File: src/include/load_unit_macros.svh
// Width and depth constants for the data-cache load unit.
// Include this in any file that sizes a port or a register by these values;
// the guard makes repeated includes harmless.

`ifndef LOAD_UNIT_MACROS_SVH
`define LOAD_UNIT_MACROS_SVH

// ----------------------------------------
// datapath
// ----------------------------------------

// width of a data word and of a load result
`define LU_XLEN 64
// physical address width seen by the cache
`define LU_ADDR_W 32
// byte offset inside one data word, log2(LU_XLEN/8)
`define LU_ALIGN_BITS 3

// ----------------------------------------
// tracking
// ----------------------------------------

// scoreboard transaction id width
`define LU_TRANS_ID_BITS 3
// outstanding loads at the cache, at least 2
`define LU_NR_LDBUF 4
// slot id width, log2(LU_NR_LDBUF), doubles as cache request id
`define LU_LDBUF_ID_W 2

`endif

File: src/rtl/load_unit_pkg.sv
// Types shared by the load unit modules.
// Modules pull these in with a wildcard import in their header.

`default_nettype none

`include "load_unit_macros.svh"

package load_unit_pkg;

  // ----------------------------------------
  // load operations
  // ----------------------------------------
  // U suffix means zero extension, the rest sign extend
  typedef enum logic [2:0] {
    LD,
    LW,
    LWU,
    LH,
    LHU,
    LB,
    LBU
  } load_op_e;

  // ----------------------------------------
  // request side state machine
  // ----------------------------------------
  typedef enum logic [1:0] {
    IDLE,
    WAIT_GNT,
    SEND_TAG,
    WAIT_FLUSH
  } issue_state_e;

  // one outstanding load, what the response needs to be retired
  typedef struct packed {
    // scoreboard id to hand back with the result
    logic [`LU_TRANS_ID_BITS-1:0] trans_id;
    // low address bits, byte lane of the loaded value
    logic [`LU_ALIGN_BITS-1:0]    addr_offset;
    load_op_e                     op;
  } ldbuf_entry_t;

endpackage

`default_nettype wire

File: src/rtl/load_issue_ctrl.sv
// Request side of the load unit.
// Accepts a load from upstream, drives the cache index request until the grant,
// then strobes tag_valid one cycle later. A flush costs one kill cycle.
// All outputs are combinational from the state and the inputs.

`timescale 1ns/1ps
`default_nettype none

`include "load_unit_macros.svh"

module load_issue_ctrl
  import load_unit_pkg::*;
(
  input  wire logic                  clk_i,
  input  wire logic                  rst_ni,
  input  wire logic                  flush_i,
  // upstream request
  input  wire logic                  valid_i,
  input  wire logic [`LU_ADDR_W-1:0] vaddr_i,
  input  wire load_op_e              op_i,
  output logic                       pop_o,
  // cache request
  output logic                       data_req_o,
  output logic [`LU_ADDR_W-1:0]      address_o,
  output logic [1:0]                 data_size_o,
  input  wire logic                  data_gnt_i,
  output logic                       tag_valid_o,
  output logic                       kill_req_o,
  // load buffer
  input  wire logic                  ldbuf_full_i,
  output logic                       ldbuf_w_o
);

  issue_state_e state_q, state_d;
  logic         accept;

  // address is physical, goes to the cache as is
  assign address_o = vaddr_i;

  // transfer size as log2 of the byte count
  always_comb begin
    case (op_i)
      LD:       data_size_o = 2'd3;
      LW, LWU:  data_size_o = 2'd2;
      LH, LHU:  data_size_o = 2'd1;
      default:  data_size_o = 2'd0;
    endcase
  end

  // new load needs a free slot, and never starts in a flush cycle
  assign accept = valid_i && !ldbuf_full_i && !flush_i;

  // ----------------------------------------
  // issue state machine
  // ----------------------------------------
  always_comb begin
    state_d     = state_q;
    data_req_o  = 1'b0;
    pop_o       = 1'b0;
    tag_valid_o = 1'b0;
    kill_req_o  = 1'b0;

    case (state_q)
      IDLE, SEND_TAG: begin
        // tag of the previous grant goes out here
        if (state_q == SEND_TAG) begin
          tag_valid_o = 1'b1;
          state_d     = IDLE;
        end
        // back to back issue is allowed from both states
        if (accept) begin
          data_req_o = 1'b1;
          if (data_gnt_i) begin
            pop_o   = 1'b1;
            state_d = SEND_TAG;
          end else begin
            state_d = WAIT_GNT;
          end
        end
      end

      WAIT_GNT: begin
        // hold the request, upstream holds address and op stable
        data_req_o = 1'b1;
        if (data_gnt_i) begin
          pop_o   = 1'b1;
          state_d = SEND_TAG;
        end
      end

      WAIT_FLUSH: begin
        // kill whatever the cache has in its tag stage
        kill_req_o  = 1'b1;
        tag_valid_o = 1'b1;
        state_d     = IDLE;
      end

      default: state_d = IDLE;
    endcase

    // flush wins over every transition
    if (flush_i) begin
      state_d = WAIT_FLUSH;
    end
  end

  // every granted request gets a buffer slot
  assign ldbuf_w_o = data_req_o && data_gnt_i;

  always_ff @(posedge clk_i or negedge rst_ni) begin
    if (!rst_ni) begin
      state_q <= IDLE;
    end else begin
      state_q <= state_d;
    end
  end

endmodule

`default_nettype wire

File: src/rtl/load_buffer.sv
// Table of loads outstanding at the data cache.
// A slot is written at the grant and freed by the response carrying its id,
// so responses may return in any order. Flushed slots are retired silently.

`timescale 1ns/1ps
`default_nettype none

`include "load_unit_macros.svh"

module load_buffer
  import load_unit_pkg::*;
(
  input  wire logic                         clk_i,
  input  wire logic                         rst_ni,
  input  wire logic                         flush_i,
  // write side, from issue control
  input  wire logic                         ldbuf_w_i,
  input  wire logic [`LU_TRANS_ID_BITS-1:0] trans_id_i,
  input  wire logic [`LU_ADDR_W-1:0]        vaddr_i,
  input  wire load_op_e                     op_i,
  output logic                              full_o,
  output logic [`LU_LDBUF_ID_W-1:0]         free_id_o,
  // read side, cache response
  input  wire logic                         data_rvalid_i,
  input  wire logic [`LU_LDBUF_ID_W-1:0]    data_rid_i,
  output logic                              valid_o,
  output logic [`LU_TRANS_ID_BITS-1:0]      trans_id_o,
  output logic [`LU_ALIGN_BITS-1:0]         rd_offset_o,
  output load_op_e                          rd_op_o
);

  ldbuf_entry_t                      entries_q [`LU_NR_LDBUF];
  ldbuf_entry_t                      rd_entry;
  logic [`LU_NR_LDBUF-1:0]           valid_q, valid_d;
  logic [`LU_NR_LDBUF-1:0]           flushed_q, flushed_d;
  logic [`LU_LDBUF_ID_W-1:0]         free_id_q, free_id_d;
  logic [`LU_LDBUF_ID_W-1:0]         lowest_free;

  assign full_o    = &valid_q;
  assign free_id_o = free_id_q;

  // ----------------------------------------
  // slot bookkeeping
  // ----------------------------------------
  always_comb begin
    valid_d   = valid_q;
    flushed_d = flushed_q;
    // everything in flight now belongs to squashed instructions
    if (flush_i) begin
      flushed_d = flushed_q | valid_q;
    end
    // response frees its slot, flushed or not
    if (data_rvalid_i) begin
      valid_d[data_rid_i] = 1'b0;
    end
    // granted in a flush cycle counts as flushed too
    if (ldbuf_w_i) begin
      valid_d[free_id_q]   = 1'b1;
      flushed_d[free_id_q] = flush_i;
    end
  end

  // lowest free slot of the next cycle, scanned downwards so slot 0 wins
  always_comb begin
    lowest_free = '0;
    for (int i = `LU_NR_LDBUF - 1; i >= 0; i--) begin
      if (!valid_d[i]) begin
        lowest_free = i[`LU_LDBUF_ID_W-1:0];
      end
    end
  end

  // the slot id is the cache request id, it must not move while
  // a request waits for its grant, so only re-pick once it is taken
  assign free_id_d = valid_d[free_id_q] ? lowest_free : free_id_q;

  always_ff @(posedge clk_i or negedge rst_ni) begin
    if (!rst_ni) begin
      valid_q   <= '0;
      flushed_q <= '0;
      free_id_q <= '0;
    end else begin
      valid_q   <= valid_d;
      flushed_q <= flushed_d;
      free_id_q <= free_id_d;
    end
  end

  always_ff @(posedge clk_i) begin
    if (ldbuf_w_i) begin
      entries_q[free_id_q] <= '{trans_id:    trans_id_i,
                                addr_offset: vaddr_i[`LU_ALIGN_BITS-1:0],
                                op:          op_i};
    end
  end

  // ----------------------------------------
  // response lookup
  // ----------------------------------------
  assign rd_entry    = entries_q[data_rid_i];
  assign trans_id_o  = rd_entry.trans_id;
  assign rd_offset_o = rd_entry.addr_offset;
  assign rd_op_o     = rd_entry.op;

  // a flush in this very cycle already squashes the response
  assign valid_o = data_rvalid_i && valid_q[data_rid_i] && !flushed_q[data_rid_i] &&
                   !flush_i;

endmodule

`default_nettype wire

File: src/rtl/load_result_align.sv
// Load result formatting, purely combinational.
// Shifts the cache word down to the addressed byte and sign or zero extends
// it for the load width. The sign bit is picked straight from the raw word
// so it does not wait on the shifter.

`timescale 1ns/1ps
`default_nettype none

`include "load_unit_macros.svh"

module load_result_align
  import load_unit_pkg::*;
(
  input  wire logic [`LU_XLEN-1:0]       data_rdata_i,
  input  wire logic [`LU_ALIGN_BITS-1:0] offset_i,
  input  wire load_op_e                  op_i,
  output logic [`LU_XLEN-1:0]            result_o
);

  logic [`LU_XLEN-1:0]       shifted;
  logic [`LU_XLEN/8-1:0]     sign_bits;
  logic [`LU_ALIGN_BITS-1:0] msb_byte;
  logic                      is_signed;
  logic                      sign_bit;

  // byte offset times eight
  assign shifted = data_rdata_i >> {offset_i, 3'b000};

  // ----------------------------------------
  // sign selection
  // ----------------------------------------

  // top bit of every byte lane
  for (genvar i = 0; i < `LU_XLEN / 8; i++) begin : gen_sign_bits
    assign sign_bits[i] = data_rdata_i[8*i+7];
  end

  // lane holding the most significant loaded byte
  always_comb begin
    case (op_i)
      LW, LWU:  msb_byte = offset_i + 3'd3;
      LH, LHU:  msb_byte = offset_i + 3'd1;
      default:  msb_byte = offset_i;
    endcase
  end

  assign is_signed = op_i inside {LW, LH, LB};
  // unsigned loads pull the fill to zero
  assign sign_bit  = is_signed && sign_bits[msb_byte];

  // ----------------------------------------
  // result mux
  // ----------------------------------------
  always_comb begin
    case (op_i)
      LW, LWU:  result_o = {{(`LU_XLEN - 32){sign_bit}}, shifted[31:0]};
      LH, LHU:  result_o = {{(`LU_XLEN - 16){sign_bit}}, shifted[15:0]};
      LB, LBU:  result_o = {{(`LU_XLEN - 8){sign_bit}}, shifted[7:0]};
      // full double word, offset is zero for legal LD
      default:  result_o = shifted;
    endcase
  end

endmodule

`default_nettype wire

File: src/rtl/load_unit_top.sv
// Data-cache load unit for a 64-bit core.
// Issue control talks to the cache, the load buffer tracks outstanding loads
// by slot id, and the aligner formats each response. Results come out in
// cache response order with no back-pressure.

`timescale 1ns/1ps
`default_nettype none

`include "load_unit_macros.svh"

module load_unit_top
  import load_unit_pkg::*;
(
  input  wire logic                         clk_i,
  input  wire logic                         rst_ni,
  input  wire logic                         flush_i,
  // upstream request
  input  wire logic                         valid_i,
  input  wire logic [`LU_TRANS_ID_BITS-1:0] trans_id_i,
  input  wire logic [`LU_ADDR_W-1:0]        vaddr_i,
  input  wire load_op_e                     op_i,
  output logic                              pop_o,
  // cache request and strobes
  output logic                              data_req_o,
  output logic [`LU_ADDR_W-1:0]             address_o,
  output logic [1:0]                        data_size_o,
  output logic [`LU_LDBUF_ID_W-1:0]         data_id_o,
  input  wire logic                         data_gnt_i,
  output logic                              tag_valid_o,
  output logic                              kill_req_o,
  // cache response
  input  wire logic                         data_rvalid_i,
  input  wire logic [`LU_LDBUF_ID_W-1:0]    data_rid_i,
  input  wire logic [`LU_XLEN-1:0]          data_rdata_i,
  // result
  output logic                              valid_o,
  output logic [`LU_TRANS_ID_BITS-1:0]      trans_id_o,
  output logic [`LU_XLEN-1:0]               result_o
);

  logic                      ldbuf_w;
  logic                      ldbuf_full;
  logic [`LU_ALIGN_BITS-1:0] rd_offset;
  load_op_e                  rd_op;

  // request side
  load_issue_ctrl u_issue (
    .clk_i        (clk_i),
    .rst_ni       (rst_ni),
    .flush_i      (flush_i),
    .valid_i      (valid_i),
    .vaddr_i      (vaddr_i),
    .op_i         (op_i),
    .pop_o        (pop_o),
    .data_req_o   (data_req_o),
    .address_o    (address_o),
    .data_size_o  (data_size_o),
    .data_gnt_i   (data_gnt_i),
    .tag_valid_o  (tag_valid_o),
    .kill_req_o   (kill_req_o),
    .ldbuf_full_i (ldbuf_full),
    .ldbuf_w_o    (ldbuf_w)
  );

  // free slot id is the cache request id
  load_buffer u_buffer (
    .clk_i         (clk_i),
    .rst_ni        (rst_ni),
    .flush_i       (flush_i),
    .ldbuf_w_i     (ldbuf_w),
    .trans_id_i    (trans_id_i),
    .vaddr_i       (vaddr_i),
    .op_i          (op_i),
    .full_o        (ldbuf_full),
    .free_id_o     (data_id_o),
    .data_rvalid_i (data_rvalid_i),
    .data_rid_i    (data_rid_i),
    .valid_o       (valid_o),
    .trans_id_o    (trans_id_o),
    .rd_offset_o   (rd_offset),
    .rd_op_o       (rd_op)
  );

  // response formatting
  load_result_align u_align (
    .data_rdata_i (data_rdata_i),
    .offset_i     (rd_offset),
    .op_i         (rd_op),
    .result_o     (result_o)
  );

endmodule

`default_nettype wire

File: config.mk
export PLATFORM = sky130hd
export DESIGN_NAME = load_unit_top
export DESIGN_NICKNAME = d
export VERILOG_FILES = /design/src/rtl/load_unit_pkg.sv /design/src/rtl/load_issue_ctrl.sv /design/src/rtl/load_buffer.sv /design/src/rtl/load_result_align.sv /design/src/rtl/load_unit_top.sv
export VERILOG_INCLUDE_DIRS = /design/src /design/src/include
export SDC_FILE = /design/constraint.sdc
export NUM_CORES = 1
export LEC_CHECK = 0
export BUFFER_PORTS_ARGS = -buffer_cell sky130_fd_sc_hd__buf_2
export CAP_MARGIN = 20
export CORE_MARGIN = 2
export CORE_UTILIZATION = 40
export CTS_CLUSTER_SIZE = 24
export DETAILED_ROUTE_END_ITERATION = 8
export MAX_ROUTING_LAYER = met4
export PLACE_DENSITY_LB_ADDON = 0.05
export SLEW_MARGIN = 20
export SYNTH_ARGS = -nofsm -noshare
export SYNTH_HDL_FRONTEND = slang
export SYNTH_SLANG_ARGS = --single-unit
File: constraint.sdc
create_clock -name clk_i -period 3.85 [get_ports clk_i]
set_input_delay 0.385 -clock clk_i [delete_from_list [all_inputs] [get_ports clk_i]]
set_output_delay 0.385 -clock clk_i [all_outputs]
set_load 0.1 [all_outputs]
==> results of run 1 <==
## cells in the mapped netlist (all sizes together), types with 13 or more instances
master and number:
buf 60, mux2i 53, nand2 46, edfxtp 36, nand3 34, a21oi 30
mux4 30, nor2 20, o21ai 15, a211oi 14, inv 14, o2bb2ai 13
## sequential cells by signal, summed over array words and instances (netlist names)
register and flops:
u_buffer.flushed_q 4, u_buffer.entries_q 36, u_issue.state_q 2, u_buffer.valid_q 4
u_buffer.free_id_o 2
## cell type report
type                            count  area (um^2)
Fill cell                         898         4069
Multi-Input combinational cell    327         3159
Timing Repair Buffer              217         1951
Sequential cell                    48         1381
Tap cell                          140        175.2
Clock buffer                        5        125.1
Inverter                           14        57.56
Clock inverter                      3        17.52
## cells in the final DEF (no fill, tap or decap), drive strengths merged, types with 2 or more instances in the layout
master	count
buf	213
mux2i	53
nand2	46
edfxtp	36
nand3	34
mux4	30
a21oi	30
nor2	20
o21ai	15
inv	15
a211oi	14
o2bb2ai	13
dfrtp	12
o22ai	10
o211ai	8
clkbuf	8
nand2b	6
xnor2	4
and2	4
nor2b	4
a221oi	3
nand4	3
a31oi	3
nor4b	3
or3	2
and3	2
nand3b	2
a311oi	2
a32oi	2
clkinv	2
## routing by layer
layer,wire length (um),track usage (%)
met2,7586,40.93
met5,0,-
met1,6489,34.18
met3,1133,3.821
met4,383,7.500
## stage by stage
stage	std cells	hold WS, ns
6_report	754	0.3155
5_1_grt	754	0.3129
4_1_cts	747	0.3058
3_5_place_dp	733	0.2805
3_3_place_gp	733	0.2806
2_1_floorplan	461	0.08941
## final timing paths
check | start | endpoint | cells after the start
hold reg to reg | u_buffer.flushed_q[1]$_DFF_PN0_ | u_buffer.flushed_q[1]$_DFF_PN0_ | 2
hold / removal | trans_id_i[1] | u_buffer.entries_q[3][7]$_DFFE_PP_ | 1
setup reg to reg | u_buffer.valid_q[1]$_DFF_PN0_ | u_buffer.free_id_o[0]$_DFFE_PN0P_ | 6
min in group asynchronous | rst_ni | u_buffer.flushed_q[3]$_DFF_PN0_ | 2
max in group asynchronous | rst_ni | u_buffer.free_id_o[1]$_DFFE_PN0P_ | 2
setup / recovery | u_buffer.entries_q[3][2]$_DFFE_PP_ | result_o[58] | 12
## timing repair
item                       in CTS  in global routing
setup endpoints to repair      49                 50
resized for setup              51                 75
setup buffers                   4                  6
cloned                          1                  2
pin swaps                       2                 10
hold buffers                    1                  0
hold endpoints to repair       12                  0
## report_power, final
| group | internal [mW] | switching, mW |
|---|---|---|
| clock network | 0.239 | 0.178 |
| registers | 0.634 | 0.0774 |
| logic | 0.972 | 2.17 |
## cells by family (layout without fill, tap and decap cells)
family          Yosys count  count (layout)  synth area share (%)
fa+ha+maj                 1               1                0.4427
buf+inv                  86             239                 11.32
compound gates          107             107                 16.08
simple gates            132             132                 14.17
flops                    48              48                 30.55
mux                      83              83                 26.67
xor+xnor                  4               4                0.7747
## critical path: cells and delay by family, from the launching register on
| kind | cells | cell delay, ns |
|---|---|---|
| compound gates | 2 | 0.22 |
| fa+ha+maj | 1 | 0.56 |
| flops | 1 | 0.36 |
| mux | 2 | 1.03 |
| simple gates | 3 | 0.37 |
| buf+inv | 4 | 0.57 |
==> flow_summary.toml, run 1 <==
[yosys]
synth_top_cell_area_share_pct = 23.91
yosys_warnings = 0
synth.area.top_cells = "edfxtp_1 (24%), mux4_2 (15%), mux2i_1 (12%)"
synth_top_flop_cell = "edfxtp_1"
synthesis.nets = 572
syn_avg_cell_area_um2 = 9.809
synth_edf_count = 36
async_flop_share_pct = 25.00
synth_seq_area_share_pct = 30.55
postSynthCellCount = 461
ys_ff_latch = 48
yosysTopAreaCell = "edfxtp_1"
syn_area_um2 = 4522
yosysUniqueCellTypes = 50

[sta]
min_period_ns = 3.807
maxSlewHeadroom_pct = 58.18
worst_pin_slew_ns = 0.6273
drv_slew = 0
fmax_ghz = 0.2627
fin_crit_sh_pct = 98.89
setup_tns_ns = 0
setup_viol = 0
rsz0062_at_grt = "true"
hold_violations = 0
finClkSkew_ns = 0.005097
finalWorstSetupSlack_ns = 0.04271

[detailed_routing]
drt-pass1-iter-count = 4
viasPerCell = 5.841
drt_iter0_drc = 230
route.detailed.drc = 0
wl_per_cell_um = 20.68
vias = 4404
detail-route-antenna-nets = 0
wl_um = 15590

[setup_path]
critPathMaxStageDelay_ns = 0.56
worstPathArrival_ns = 3.42
path_cells = "mux4_2, nand2b_4, o22ai_4, fa_2, mux4_2, and4_4, a21oi_4, buf_12, buf_8, buf_16, nand3_4, buf_12"
critPathSlowestCell = "fa_2"
critPathKind = "flop to primary output"
critPathRequiredTime_ns = 3.46
end_kind = "primary output"
cp_max_fo = 6
ff2ff_setup_slack_ns = 1.76
startpoint_type = "flop"

[global_routing]
grt_usage_pct = 25.68
grt_antenna_before_repair = 0
grt-ovfl-total = 0
grt_pass1_vias = 4419
grt_pass1_wl_um = 23400
grt_max_degree = 64

[power]
power_density_nw_per_um2 = 622.0
fin_total_pwr_mw = 4.271
p_leak_nw = 2.994
ir_drop_uv = 523.8

[floorplan]
die_h_um = 110.3
initial_core_util_pct = 41.35
rows = 38
ios = 218
die_area_um2 = 12170
coreArea_um2 = 10940
die_x_um = 110.3

[flow_run]
cap_violations = 0

[outcome]
status = "complete, no violations"

[clocking]
cts_buffers = 5
path_clk_slew_ns = 0.06
worstSkewPairLatency_ns = 0.28
clock-sinks = 48
cts_tree = "built"
cts_buffer_depth = 2
clockRootBuffer = "clkbuf_16"
h-tree-depth = 2

[placement]
post_dp_cell_area_um2 = 6106
gp_congestion = 0.8552
numPortBuffers = 159
dp_hpwl_um = 11410
dp_slack_ns = -0.08466

[worst_hold_path]
hold_class = "input pin to flop"

[layout]
fin_util_pct = 62.79
antennaDiodeCount = 0
layout-drive-gt1-share_pct = 50.98
syn_to_final_growth_pct = 51.85
fin_nets = 724
final_area_um2 = 6867
Power figures use the tool's default switching activity.
==> inputs of run 2 (changes only) <==
--- a/config.mk
+++ b/config.mk
@@ -6,10 +6,12 @@
 export SDC_FILE = /design/constraint.sdc
 export NUM_CORES = 1
 export LEC_CHECK = 0
+export ABC_AREA = 1
 export BUFFER_PORTS_ARGS = -buffer_cell sky130_fd_sc_hd__buf_2
 export CAP_MARGIN = 20
 export CORE_MARGIN = 2
 export CORE_UTILIZATION = 40
+export CTS_BUF_LIST = sky130_fd_sc_hd__clkbuf_4
 export CTS_CLUSTER_SIZE = 24
 export DETAILED_ROUTE_END_ITERATION = 8
 export MAX_ROUTING_LAYER = met4
==> flow_summary.toml, run 2 <==
[clocking]
cts_buffer_depth = 2
cts_tree = "built"
cts_buffers = 5
path_clk_slew_ns = 0.13
clockRootBuffer = "clkbuf_4"
h-tree-depth = 2
clock-sinks = 48
worstSkewPairLatency_ns = 0.38

[global_routing]
grt-ovfl-total = 0
grt_pass1_wl_um = 24440
grt_usage_pct = 24.42
grt_antenna_before_repair = 0
grt_max_degree = 70
grt_pass1_vias = 4756

[setup_path]
cp_max_fo = 8
startpoint = "u_buffer.entries_q[2][1]$_DFFE_PP_"
worst-path-stages = 16
reg2reg_depth = 7
end_kind = "primary output"
crit_end = "result_o[12]"
critPathMaxStageDelay_ns = 0.52
r2r-end = "u_buffer.entries_q[2][7]$_DFFE_PP_"
critPathTopFamily = "simple AND/OR/NAND/NOR gates"
critPathKind = "flop to primary output"
startpoint_type = "flop"
ff2ff_setup_slack_ns = 1.47
crit_buf_inv = 3
crit_top_cell = "nand2_1"
critPathSlowestCell = "fa_1"
critPathRequiredTime_ns = 3.46
worstPathArrival_ns = 3.17
path_cells = "nand3_1, nand2_2, nor2_8, o21ai_0, nand2_1, inv_1, fa_1, inv_1, nand3_1, nand2_1, nand3_1, nand2_1, nand2_2, nand4_2, nand2_1, buf_12"
r2r_start = "u_buffer.valid_q[0]$_DFF_PN0_"

[yosys]
synth_seq_area_share_pct = 29.31
yosysUniqueCellTypes = 43
synth_top_flop_cell = "edfxtp_1"
synthesis.nets = 827
synth.most_common_cell = "nand2_1"
synth.area.top_cells = "edfxtp_1 (23%), nand2_1 (17%), o21ai_0 (10%)"
ys_ff_latch = 48
synth_top_cells_by_count = "nand2_1 (218), o21ai_0 (98), nand3_1 (65), nor2_1 (52), inv_1 (43)"
synth_edf_count = 36
postSynthCellCount = 716
async_flop_share_pct = 25.00
synth_top_cell_area_share_pct = 22.94
yosysTopAreaCell = "edfxtp_1"
syn_area_um2 = 4713
syn_avg_cell_area_um2 = 6.583
yosys_warnings = 0

[power]
power_density_nw_per_um2 = 639.2
ir_drop_uv = 547.3
p_leak_nw = 3.073

[floorplan]
rows = 39
die_x_um = 112.6
die_h_um = 112.6
die_area_um2 = 12670
ios = 218
initial_core_util_pct = 41.10
coreArea_um2 = 11470

[placement]
dp_hpwl_um = 11830
post_dp_cell_area_um2 = 6301
gp_congestion = 0.9014
numPortBuffers = 159
dp_slack_ns = 0.2426

[outcome]
status = "complete, no violations"

[detailed_routing]
viasPerCell = 5.417
vias = 5211
wl_um = 15380
route.detailed.drc = 0
detail-route-antenna-nets = 0
drt-pass1-iter-count = 5
wl_per_cell_um = 15.99
drt_iter0_drc = 326

[sta]
fin_crit_sh_pct = 92.26
fmax_ghz = 0.2815
finClkSkew_ns = 0.02075
setup_tns_ns = 0
holdWs_ns = 0.2296
drv_slew = 0
setup_viol = 0
rsz0062_at_grt = "false"
min_period_ns = 3.552
maxSlewHeadroom_pct = 34.31
finalWorstSetupSlack_ns = 0.2981
worst_pin_slew_ns = 0.9818
hold_violations = 0

[layout]
antennaDiodeCount = 0
largest_register_ffs = 36
fin_util_pct = 56.14
layout-drive-gt1-share_pct = 27.59
final_area_um2 = 6437
final_cell_mix = "nand2_1 (216), buf_2 (95), o21ai_0 (93)"
nFillCells = 1109
fin_nets = 929
syn_to_final_growth_pct = 36.58
top_register = "u_buffer.entries_q"
final_common_cell = "nand2_1"
reg_top3 = "u_buffer.entries_q (36), u_buffer.flushed_q (4), u_buffer.valid_q (4)"

[flow_run]
cap_violations = 0

[worst_hold_path]
hold_class = "input pin to flop"
run 2: cell types whose count changed after synthesis, moves of 29 or more:
cell	delta
mux2i_1	-49
nand3_1	+31
inv_1	+29
nor2_1	+32
mux4_2	-30
nand2_1	+172
o21ai_0	+85
run 2: cell families after synthesis:
group | Yosys count | synth area share [%]
XOR/XNOR | 1 | 0.3452
adder cells (fa/ha/maj) | 1 | 0.4248
AO/OA/AOI/OAI | 154 | 18.95
multiplexers | 4 | 0.8495
AND/OR/NAND/NOR | 375 | 35.57
flip-flops | 48 | 29.31
buffers and inverters | 133 | 14.55
run 2: layer usage:
metal  GRT usage, %  up-vias  wire length, um
met5              -        -                0
li1               -     2571                -
met3          2.592       31              927
met2          41.12      208             7519
met4          7.886        0              376
met1          30.85     2401             6557
run 2: layout make-up:
type | count | area [um^2] | share of cell area [%]
Inverter | 55 | 206.4 | 3.207
Timing Repair Buffer | 173 | 1918 | 29.80
Sequential cell | 48 | 1381 | 21.46
Tap cell | 143 | 178.9 | 2.779
Multi-Input combinational cell | 535 | 2673 | 41.52
Clock buffer | 6 | 45.04 | 0.6997
Clock inverter | 2 | 35.03 | 0.5442
run 2: power by group:
part           leakage, nW  switching (mW)  total [mW]  internal (mW)
combinational         2.56            2.20        3.15          0.958
sequential           0.466          0.0409       0.665          0.624
clock               0.0456           0.153       0.296          0.143
run 2: how the worst min path moves through the flow:
stage | startpoint | endpoint | slack [ns] | cells after the start
after global placement | rst_ni | u_buffer.free_id_o[0]$_DFFE_PN0P_ | 0.27 | 1
after CTS | trans_id_i[0] | u_buffer.entries_q[2][6]$_DFFE_PP_ | 0.21 | 1
after global routing | trans_id_i[0] | u_buffer.entries_q[3][6]$_DFFE_PP_ | 0.20 | 1
final | trans_id_i[2] | u_buffer.entries_q[1][8]$_DFFE_PP_ | 0.23 | 1
after detailed placement | rst_ni | u_buffer.free_id_o[1]$_DFFE_PN0P_ | 0.28 | 1
after floorplan | rst_ni | u_buffer.flushed_q[0]$_DFF_PN0_ | 0.09 | 0
run 2: worst reg2reg max path, cell delays in order (launching register included):
cell and delay, ns:
dfrtp_1 0.44, nand4_1 0.13, nand2_1 0.06, nor2_1 0.17, nand2_1 0.10, nand2_1 0.09, nand2_1 0.20, nor2_1 0.81
run 2: what timing repair did:
item | 4_1_cts | 5_1_grt
gates resized for setup | 0 | 3
hold buffers | 1 | 0
setup buffers | 0 | 3
endpoints found under the setup margin | 0 | 56
endpoints found under the hold margin | 12 | 0
run 2: per-stage QoR:
stage / std cells / total power [mW]
floorplan: 716 / 2.892
finish: 962 / 4.115
global route: 962 / 4.293
CTS: 959 / 4.118
detailed placement: 950 / 3.818
global placement: 950 / 3.798
